**src/logic/mem_cfg.svh**
```systemverilog
`ifndef MEM_CFG_SVH
`define MEM_CFG_SVH

// Logical memory shape
`define MEM_WIDTH    8    // Bits per data word
`define MEM_NUMADDR  48   // Logical word count that is not a power of two
`define MEM_BITADDR  6    // Logical address width

// Virtual banking
`define MEM_NUMVBNK  3    // Bank = addr % 3
`define MEM_BITVBNK  2
`define MEM_NUMVROW  16   // Row = addr / 3
`define MEM_BITVROW  4

`endif
```
**src/logic/mem_cmd_pkg.sv**
```systemverilog
`default_nettype none

`include "mem_cfg.svh"

package mem_cmd_pkg;

  // Command class after strobe priority and range check
  typedef enum logic [1:0] {
    op_idle  = 2'd0,
    op_read  = 2'd1,
    op_write = 2'd2
  } op_e;

  typedef logic [`MEM_WIDTH-1:0] word_t;  // Data or bit enables

endpackage

`default_nettype wire

```
**src/logic/mem_addr_pkg.sv**
```systemverilog
`default_nettype none

`include "mem_cfg.svh"

package mem_addr_pkg;

  // Full logical address as seen at the top level ports
  typedef logic [`MEM_BITADDR-1:0] addr_t;

  typedef logic [`MEM_BITVBNK-1:0] bank_t;  // Which virtual bank

  typedef logic [`MEM_BITVROW-1:0] row_t;   // Row inside one bank

endpackage

`default_nettype wire

```
**src/logic/mem_1rw_top.sv**
```systemverilog
`timescale 1ns/1ps
`default_nettype none

`include "mem_cfg.svh"

module mem_1rw_top (
  input  logic                 clk,
  input  logic                 rst,
  input  logic                 rw_read,
  input  logic                 rw_write,
  input  mem_addr_pkg::addr_t  rw_addr,
  input  mem_cmd_pkg::word_t   rw_bw,
  input  mem_cmd_pkg::word_t   rw_din,
  input  logic                 flopout_en,
  output logic                 rw_vld,
  output mem_cmd_pkg::word_t   rw_dout
);

  logic [`MEM_NUMVBNK-1:0]                  bank_read;
  logic [`MEM_NUMVBNK-1:0]                  bank_write;
  mem_addr_pkg::row_t                       bank_row;
  mem_cmd_pkg::word_t                       bank_bw;
  mem_cmd_pkg::word_t                       bank_din;
  mem_cmd_pkg::word_t [`MEM_NUMVBNK-1:0]    bank_dout;
  logic                                     rd_issue;
  mem_addr_pkg::bank_t                      rd_bank;

  cmd_decode i_decode (
    .rw_read    (rw_read),
    .rw_write   (rw_write),
    .rw_addr    (rw_addr),
    .rw_bw      (rw_bw),
    .rw_din     (rw_din),
    .bank_read  (bank_read),
    .bank_write (bank_write),
    .bank_row   (bank_row),
    .bank_bw    (bank_bw),
    .bank_din   (bank_din),
    .rd_issue   (rd_issue),
    .rd_bank    (rd_bank)
  );

  // One physical SRAM per virtual bank
  for (genvar b = 0; b < `MEM_NUMVBNK; b++) begin : g_bank
    bank_sram i_bank (
      .clk   (clk),
      .read  (bank_read[b]),
      .write (bank_write[b]),
      .row   (bank_row),
      .bw    (bank_bw),
      .din   (bank_din),
      .dout  (bank_dout[b])
    );
  end

  read_path i_read_path (
    .clk        (clk),
    .rst        (rst),
    .flopout_en (flopout_en),
    .rd_issue   (rd_issue),
    .rd_bank    (rd_bank),
    .bank_dout  (bank_dout),
    .rw_vld     (rw_vld),
    .rw_dout    (rw_dout)
  );

endmodule

`default_nettype wire

```
**src/logic/read_path.sv**
```systemverilog
`timescale 1ns/1ps
`default_nettype none

`include "mem_cfg.svh"

module read_path (
  input  logic                                          clk,
  input  logic                                          rst,
  input  logic                                          flopout_en,
  input  logic                                          rd_issue,
  input  mem_addr_pkg::bank_t                           rd_bank,
  input  mem_cmd_pkg::word_t [`MEM_NUMVBNK-1:0]         bank_dout,
  output logic                                          rw_vld,
  output mem_cmd_pkg::word_t                            rw_dout
);

  logic                 vld_s1;
  mem_addr_pkg::bank_t  bank_s1;
  mem_cmd_pkg::word_t   dout_s1;
  logic                 vld_s2;
  mem_cmd_pkg::word_t   dout_s2;

  // Stage 1 lines up with the SRAM output register
  always_ff @(posedge clk) begin
    if (rst) begin
      vld_s1 <= 1'b0;
    end else begin
      vld_s1 <= rd_issue;
    end
  end

  always_ff @(posedge clk) begin
    if (rd_issue) begin
      bank_s1 <= rd_bank;
    end
  end

  always_comb begin
    dout_s1 = '0;
    for (int b = 0; b < `MEM_NUMVBNK; b++) begin
      if (bank_s1 == mem_addr_pkg::bank_t'(b)) begin
        dout_s1 = bank_dout[b];
      end
    end
  end

  // Stage 2 is the optional output flop
  always_ff @(posedge clk) begin
    if (rst) begin
      vld_s2  <= 1'b0;
      dout_s2 <= '0;
    end else begin
      vld_s2  <= vld_s1;
      dout_s2 <= dout_s1;
    end
  end

  // Level is static while reads are in flight
  assign rw_vld  = flopout_en ? vld_s2  : vld_s1;
  assign rw_dout = flopout_en ? dout_s2 : dout_s1;

endmodule

`default_nettype wire

```
**src/logic/bank_sram.sv**
```systemverilog
`timescale 1ns/1ps
`default_nettype none

`include "mem_cfg.svh"

module bank_sram (
  input  logic                clk,
  input  logic                read,
  input  logic                write,
  input  mem_addr_pkg::row_t  row,
  input  mem_cmd_pkg::word_t  bw,
  input  mem_cmd_pkg::word_t  din,
  output mem_cmd_pkg::word_t  dout
);

  mem_cmd_pkg::word_t mem [`MEM_NUMVROW];

  // Per-bit write, disabled bits keep their old contents
  always_ff @(posedge clk) begin
    if (write) begin
      for (int i = 0; i < `MEM_WIDTH; i++) begin
        if (bw[i]) begin
          mem[row][i] <= din[i];
        end
      end
    end
  end

  always_ff @(posedge clk) begin
    if (read) begin
      dout <= mem[row];  // Holds until the next read
    end
  end

endmodule

`default_nettype wire

```
**src/logic/cmd_decode.sv**
```systemverilog
`timescale 1ns/1ps
`default_nettype none

`include "mem_cfg.svh"

module cmd_decode (
  input  logic                       rw_read,
  input  logic                       rw_write,
  input  mem_addr_pkg::addr_t        rw_addr,
  input  mem_cmd_pkg::word_t         rw_bw,
  input  mem_cmd_pkg::word_t         rw_din,
  output logic [`MEM_NUMVBNK-1:0]    bank_read,
  output logic [`MEM_NUMVBNK-1:0]    bank_write,
  output mem_addr_pkg::row_t         bank_row,
  output mem_cmd_pkg::word_t         bank_bw,
  output mem_cmd_pkg::word_t         bank_din,
  output logic                       rd_issue,
  output mem_addr_pkg::bank_t        rd_bank
);

  logic                in_range;
  mem_cmd_pkg::op_e    op;
  mem_addr_pkg::bank_t addr_bank;
  mem_addr_pkg::row_t  addr_row;

  assign in_range = (rw_addr < `MEM_NUMADDR);

  // Write wins over read and out of range is no command at all
  always_comb begin
    op = mem_cmd_pkg::op_idle;
    if (in_range) begin
      if (rw_write) begin
        op = mem_cmd_pkg::op_write;
      end else if (rw_read) begin
        op = mem_cmd_pkg::op_read;
      end
    end
  end

  // Non power of two mapping puts consecutive words in different banks
  assign addr_bank = mem_addr_pkg::bank_t'(rw_addr % `MEM_NUMVBNK);
  assign addr_row  = mem_addr_pkg::row_t'(rw_addr / `MEM_NUMVBNK);

  always_comb begin
    bank_read  = '0;
    bank_write = '0;
    for (int b = 0; b < `MEM_NUMVBNK; b++) begin
      if (addr_bank == mem_addr_pkg::bank_t'(b)) begin
        bank_read[b]  = (op == mem_cmd_pkg::op_read);
        bank_write[b] = (op == mem_cmd_pkg::op_write);
      end
    end
  end

  // Shared by all banks while only the strobed one acts
  assign bank_row = addr_row;
  assign bank_bw  = rw_bw;
  assign bank_din = rw_din;

  assign rd_issue = (op == mem_cmd_pkg::op_read);
  assign rd_bank  = addr_bank;  // Meaningful only with rd_issue

endmodule

`default_nettype wire

```
**config.mk**
```make
export PLATFORM = sky130hd
export DESIGN_NAME = mem_1rw_top
export DESIGN_NICKNAME = d
export VERILOG_FILES = /design/src/logic/mem_cmd_pkg.sv /design/src/logic/mem_addr_pkg.sv /design/src/logic/mem_1rw_top.sv /design/src/logic/read_path.sv /design/src/logic/bank_sram.sv /design/src/logic/cmd_decode.sv
export VERILOG_INCLUDE_DIRS = /design/src /design/src/logic
export SDC_FILE = /design/constraint.sdc
export NUM_CORES = 1
export LEC_CHECK = 0
export ABC_AREA = 1
export BUFFER_PORTS_ARGS = -buffer_cell sky130_fd_sc_hd__buf_2
export CORE_MARGIN = 4
export CORE_UTILIZATION = 55
export CTS_CLUSTER_SIZE = 40
export DETAILED_ROUTE_END_ITERATION = 16
export GPL_ROUTABILITY_DRIVEN = 0
export HOLD_SLACK_MARGIN = 0.05
export PLACE_DENSITY = 0.78
export SYNTH_ARGS = -nofsm -noshare
export SYNTH_HDL_FRONTEND = slang
export SYNTH_HIERARCHICAL = 1
export SYNTH_SLANG_ARGS = --single-unit
```
**constraint.sdc**
```tcl
create_clock -name clk -period 6.6 [get_ports clk]
set_input_delay 0.99 -clock clk [delete_from_list [all_inputs] [get_ports clk]]
set_output_delay 0.99 -clock clk [all_outputs]
set_load 0.05 [all_outputs]
```
==> impl_results.md, run 1 <==
- Root Driver: clkbuf_16
- Ratio of final minimum period to clock period: approximately 90%
- CTS tree: built
- Via count: 15410
- Worst Hold End: i_read_path/vld_s2
- Die Y: 201.8 um
- Max rail drop VDD: 206.7 uV
- Nets: 2360
- Clock Latency Late Sink: roughly 0.55 ns
- Synth Warn #: 6
- Drt wl/cell: about 17 um
- Critical Path Start: rw_addr[5]
- Measured slew at the worst slew-check pin: 1.133 ns
- Core area: ~37000 um^2
- Outcome: finished clean
- Main combinational cell family by area after synthesis: simple AND/OR/NAND/NOR gates
- Reg2reg end: i_read_path/dout_s2[1]
- R2R depth: 5
- Hold_ws: 0.4445 ns
- Setup Buffers After CTS: 0
- I/O Buffers: 35
- Largest net degree at the start of global routing: 66
- Overall Global Routing Usage: between 20% and 30%
- Antenna cells: 0
- Synth Area per Inst: 8.770 um^2
- Die ar.: 40730 um^2
- Initial antenna violation count: 0
- Number of global-route vias before repair: around 15000
- Leak pwr: 8.953 nW
- RR Startpoint: i_read_path/bank_s1[0]
- CTS sink count: between 400 and 500
- Synthesis-to-layout area growth: 6.843%
- CTS Hold Bufs: 0
- Fmax: roughly 0.17 GHz
- RSZ-0062 raised after global routing: no
- Synthesized netlist cell count: about 2400
- Area of the multi-input gates: 6954 um^2
- Slowest-stage cell, CP: nand2_1
- Psw: 1.843 mW
- Internal power component: between 4 and 5 mW
- Post-synthesis register bit count: between 400 and 500
- PwrDens: about 290 nW/um^2
- Cell variety after synth: 30
- Max_cap viols: 0
- Hold wc startpoint: i_read_path/vld_s1
- Net Sw Frac: ~29%
- Final slew viol count: 0
- Share of cells above drive strength 1: 9.291%
- Adder-cell share of the synthesized area: less than 1%
- Arr. time, crit path: between 6 and 7 ns
- Final Instance Count excl. Fillers: 2861
- Register area: 12510 um^2
- Compound-Gate Fraction of Synth Area: less than 1%
- Iter 0 DRT Violations: 1772
- Inserted Clock Buffers: 44
- DP Cell Count: approximately 2800
- Via density: 5.387
- Post-CTS Resized: 0
- CP Launch Type: input port
- Design Area, Final: between 20000 and 25000 um^2
- # rows: 70
- WHS Path Cells: 2
- Combinational Power Share: about 18%
- Clock-pin slew on the worst setup and hold paths: 0.05 ns
- Worst setup path class: input port to flop
- Register area share after synthesis: around 61%
- R2r setup slk: roughly 5.2 ns
- Slew Limit Headroom: between 20 and 25%
- Tot Pwr: ~6.4 mW
- Total Neg Setup Slack: 0 ns
- Grt ovf: 0
- Final Hold Viols: 0
- CP endpoint kind: flop
- Starting density of the core: a little under three fifths
- I/O pins: 36
- Mux contribution to synthesized area: 0%
- Clock Tree Buf Depth: 3
- Initial DRT Pass Iterations: 5
- Hpwl dp: slightly above 30000 um
- Mapped Nets: 2390
- Xor/xnor share of the synthesized area: 0.1635%
- Most frequent CP cell: nand2_1
- Die X-Extent: around 200 um
- Final Setup Violations: 0
- Synth top area share: approximately three fifths
- Worst Path Required: 6.84 ns
- Area of the mapped netlist: 20660 um^2
- Fillers: just over 3000
- Sequential share of power: 46.9%
- First-pass GRT wire length: 78410 um
- WL final: slightly below 50000 um
- Setup Skew: 0.01657 ns
- Post-synth top area cell: edfxtp_1
- Crit-path max FO: 54
- Post-Synth Simple-Gate Area: around a third
- Clk pwr share: about a third
- H-tree levels: 2
- Area of placed instances: between 20000 and 25000 um^2
- Crit path time final: between 5 and 6 ns
- Slowest cell delay on critical path: approximately 0.62 ns
- Class of the tightest hold or removal check: flop to flop
- DRT antenna net count: 0
- Post-route DRC violation count: 0
- Synth area leaders: edfxtp_1 (60%), nand2_1 (21%), nor2_1 (7.3%)
-- Yosys cell counts, drive strengths merged --
library cell,instances
dfxtp,10
o21bai,1
nand2,1211
o21ai,3
clkbuf,31
buf,93
xor2,3
nor3,2
a21oi,1
nand3b,2
nor2,424
ha,7
edfxtp,410
nand3,51
inv,107
-- critical path, delay by kind of cell --
kind | cells | cell delay, ns
xor+xnor | 1 | 0.18
fa+ha+maj | 3 | 0.63
simple gates | 20 | 3.62
buf+inv | 5 | 0.56
-- cell families after synthesis --
kind of cell / Yosys count
adder cells (fa/ha/maj): 7
AND/OR/NAND/NOR: 1690
XOR/XNOR: 3
buffers and inverters: 231
flip-flops: 420
AO/OA/AOI/OAI: 5
-- layout make-up --
type	count	area share, %
Sequential cell	420	56.68
Multi-Input combinational cell	1705	31.50
Clock buffer	58	5.226
Tap cell	504	2.856
Inverter	107	1.831
Timing Repair Buffer	48	1.349
Clock inverter	19	0.5611
-- layer usage --
layer  track usage, %  part of all wire [%]  up-vias
met5                0                     0        -
met4            8.472                   3.4        0
met3            4.203                   9.4      125
met2            40.14                    48      725
met1            31.72                    39     7253
li1                 -                     -     7310
-- layout by cell type (no fill, tap or decap), types with 7 or more instances in the layout --
| master | instances |
|---|---|
| nand2_2 | 60 |
| dfxtp_1 | 10 |
| nor2_1 | 403 |
| inv_2 | 20 |
| nand3_2 | 13 |
| clkinv_1 | 13 |
| clkbuf_1 | 14 |
| nand3_1 | 38 |
| buf_2 | 35 |
| nor2_4 | 12 |
| clkbuf_16 | 44 |
| buf_4 | 11 |
| ha_1 | 7 |
| nor2_2 | 8 |
| edfxtp_1 | 410 |
| inv_1 | 86 |
| nand2_1 | 1148 |
-- registers in the layout, indices dropped and copies added, names as in the netlist --
signal,flops
g_bank.i_bank/dout,24
g_bank.i_bank/mem,384
i_read_path/bank_s1,2
i_read_path/dout_s2,8
i_read_path/vld_s1,1
i_read_path/vld_s2,1
-- power groups by stage --
stage | clock network, mW | logic, mW | registers (mW)
2_1_floorplan | 0 | 0.855 | 3.03
3_3_place_gp | 0 | 1.08 | 3.04
3_5_place_dp | 0 | 1.10 | 3.04
4_1_cts | 2.27 | 1.11 | 2.98
5_1_grt | 2.40 | 1.25 | 2.98
6_report | 2.24 | 1.13 | 2.98
-- metrics by stage --
step                      setup WS [ns]  utilization, %
after floorplan                   1.522               -
after global placement           0.6086           56.41
after detailed placement         0.3368           56.41
after CTS                        0.8844           59.87
after global routing             0.3628           59.87
final                            0.8177           59.87
-- worst max path at each step --
stage	slack (ns)	end	depth (start not counted)
6_report	0.82	g_bank[1].i_bank/mem[9][7]	29
2_1_floorplan	1.52	g_bank[2].i_bank/mem[10][0]	29
4_1_cts	0.88	g_bank[0].i_bank/mem[12][4]	29
3_3_place_gp	0.61	g_bank[1].i_bank/dout[7]	33
3_5_place_dp	0.34	g_bank[0].i_bank/mem[12][4]	29
5_1_grt	0.36	g_bank[0].i_bank/mem[12][1]	29
No activity file was read; power rests on OpenSTA's default activity.
==> run 2: changes to the inputs <==
--- a/config.mk
+++ b/config.mk
@@ -14,7 +14,7 @@
 export DETAILED_ROUTE_END_ITERATION = 16
 export GPL_ROUTABILITY_DRIVEN = 0
 export HOLD_SLACK_MARGIN = 0.05
-export PLACE_DENSITY = 0.78
+export PLACE_DENSITY = 0.71
 export SYNTH_ARGS = -nofsm -noshare
 export SYNTH_HDL_FRONTEND = slang
 export SYNTH_HIERARCHICAL = 1
==> run 2 against run 1 <==
Critical path depth decreased by 1. Critical path type unchanged. Cell count hardly changed. Register-to-register slack gained 0.05 ns. Clock power is 7% higher. Routed wire length increased by 2.7%. Setup slack better by 0.36 ns. Clock skew barely moved. Design area rose by 0.43%. Utilization up 0.26 points. Largest cell class unchanged.
==> impl_results.md, run 2 (same netlist as run 1, synthesis figures left out) <==
- Final Instance Count excl. Fillers: 2863 (+0.070%)
- Commonest non-fill, non-tap cell in the layout: nand2_1
- Ratio of final minimum period to clock period: 82.23% (-5.4 points)
- Top flop regs: g_bank.i_bank/mem (384), g_bank.i_bank/dout (24), i_read_path/dout_s2 (8)
- Largest Register: g_bank.i_bank/mem
- First-pass GRT wire length: 80370 um (+2.5%)
- CP Launch Type: input port
- Largest net degree at the start of global routing: 76 (+15%)
- Max rail drop VDD: 187.5 uV (-9.3%)
- Post-route DRC violation count: 0 (unchanged)
- Max_cap viols: 0 (unchanged)
- # rows: 70 (unchanged)
- Initial DRT Pass Iterations: 6 (+1)
- Core area: 36870 um^2 (unchanged)
- Drt wl/cell: 17.83 um (+2.7%)
- Starting density of the core: 56.04% (unchanged)
- Arr. time, crit path: 5.68 ns (-0.34 ns)
- DRT antenna net count: 0 (unchanged)
- Crit-path max FO: 28 (-48%)
- Nets: 2360 (unchanged)
- Via density: 5.323 (-1.2%)
- Clock-pin slew on the worst setup and hold paths: 0.06 ns (about the same)
- Outcome: finished clean
- Fmax: 0.1843 GHz (+6.5%)
- Final Util: 60.13% (+0.26 points)
- Worst setup path class: input port to flop
- CTS tree: built
- CTS sink count: 420 (unchanged)
- Root Driver: clkbuf_16
- Overall Global Routing Usage: 25.20% (+1.3 points)
- Crit path time final: 5.427 ns (-0.3550 ns)
- Worst Path Required: 6.86 ns (+0.02 ns)
- Die X-Extent: 201.8 um (unchanged)
- Setup Buffers After CTS: 0 (unchanged)
- Max reg flops: 384 (unchanged)
- Most frequent cells in the layout: nand2_1 (1148), edfxtp_1 (410), nor2_1 (403), inv_1 (86), nand2_2 (60)
- Synthesis-to-layout area growth: 7.303%
- CP endpoint kind: flop
- Die Y: 201.8 um (unchanged)
- WHS Path Cells: 2 (unchanged)
- Via count: 15240 (-1.1%)
- Final Setup Violations: 0 (unchanged)
- Final Hold Viols: 0 (unchanged)
- Clock Latency Late Sink: 0.57 ns (+0.02 ns)
- Total Neg Setup Slack: 0 ns (unchanged)
- RSZ-0062 raised after global routing: no
- Die ar.: 40730 um^2 (unchanged)
- Setup Skew: 0.01620 ns (-0.0003731 ns)
- I/O Buffers: 35 (unchanged)
- Number of global-route vias before repair: 14660 (-1.1%)
- Grt ovf: 0 (unchanged)
- Class of the tightest hold or removal check: flop to flop
- WL final: 51060 um (+2.7%)
- Slew Limit Headroom: 25.61% (+1.4 points)
- Tot Pwr: 6.515 mW (+2.6%)
- Measured slew at the worst slew-check pin: 1.116 ns (-0.01737 ns)
- DP Cell Count: 2784 (unchanged)
- Final slew viol count: 0 (unchanged)
- R2R depth: 5 (unchanged)
- Clock Tree Buf Depth: 3 (unchanged)
- Initial antenna violation count: 5 (+5)
- CTS Hold Bufs: 0 (unchanged)
- Post-CTS Resized: 0 (unchanged)
- PwrDens: 293.8 nW/um^2 (+2.1%)
- Hpwl dp: 31130 um (+2.5%)
- Leak pwr: 9.011 nW (+0.64%)
- H-tree levels: 2 (unchanged)
- Inserted Clock Buffers: 44 (unchanged)
- Share of cells above drive strength 1: 9.500% (+0.21 points)
- I/O pins: 36 (unchanged)
- Iter 0 DRT Violations: 1688 (-4.7%)
run 2: cell types whose count changed in the layout (fill, tap and decap cells not counted), sizes merged:
cell,change
bufinv,+3
clkinv,-3
clkbuf,+2
clkinvlp,-2
diode,+1
inv,+1
run 2: final timing paths:
check	from	to	slack, ns
worst max-delay path	rw_addr[5]	g_bank[1].i_bank/mem[12][7]	1.17
worst min-delay path	i_read_path/vld_s1	i_read_path/vld_s2	0.44
worst max register to register	i_read_path/bank_s1[0]	i_read_path/dout_s2[2]	5.27
worst min register to register	i_read_path/vld_s1	i_read_path/vld_s2	0.44
run 2: final cells by class:
type	instances	area [um^2]
fill	3206	14700
sequential	420	12510
multi-input combinational	1705	6954
clock buffer	60	1182
tap	504	630.6
inverter	107	404.1
timing repair buffer	48	297.8
clock inverter	18	187.7
antenna	1	2.502
run 2: worst max-delay path: stages:
cell and delay [ns]:
buf_2 0.14, inv_1 0.06, ha_1 0.24, nand2_2 0.17
nor2_2 0.07, nor2_2 0.22, nand2_4 0.17, nand2_2 0.12
nand3_2 0.13, nand3_1 0.16, nand2_1 0.08, nand2_1 0.08
inv_1 0.06, ha_1 0.17, inv_1 0.09, nand3_2 0.12
nor3_4 0.28, nand2_4 0.10, buf_4 0.24, nand2_1 0.12
nand2_2 0.07, nor2_4 0.21, nand3_1 0.11, nand2_1 0.11
nand2_1 0.08, nor2_1 0.34, nand2_1 0.57, nor2_1 0.38
run 2: per-layer routing:
metal | up-vias | global-route usage [%] | part of all wire, %
met1 | 7178 | 34.75 | 41
met4 | 8 | 10.06 | 3.6
li1 | 7318 | - | -
met3 | 123 | 4.765 | 8.6
met5 | - | 0 | 0.090
met2 | 612 | 39.93 | 46
run 2: through the flow:
step / area, um^2 / hold WS (ns) / worst slack [ns]
6_report: 22170 / 0.4379 / 1.173
5_1_grt: 22170 / 0.4664 / 0.7866
4_1_cts: 22170 / 0.4407 / 1.296
3_5_place_dp: 20800 / 0.4315 / 0.7305
3_3_place_gp: 20800 / 0.4174 / 0.8887
2_1_floorplan: 20660 / 0.4114 / 1.522
run 2: where the power goes:
part	total, mW	internal (mW)	switching (mW)
combinational	1.14	0.276	0.860
clock	2.40	1.41	0.989
sequential	2.98	2.97	0.0114
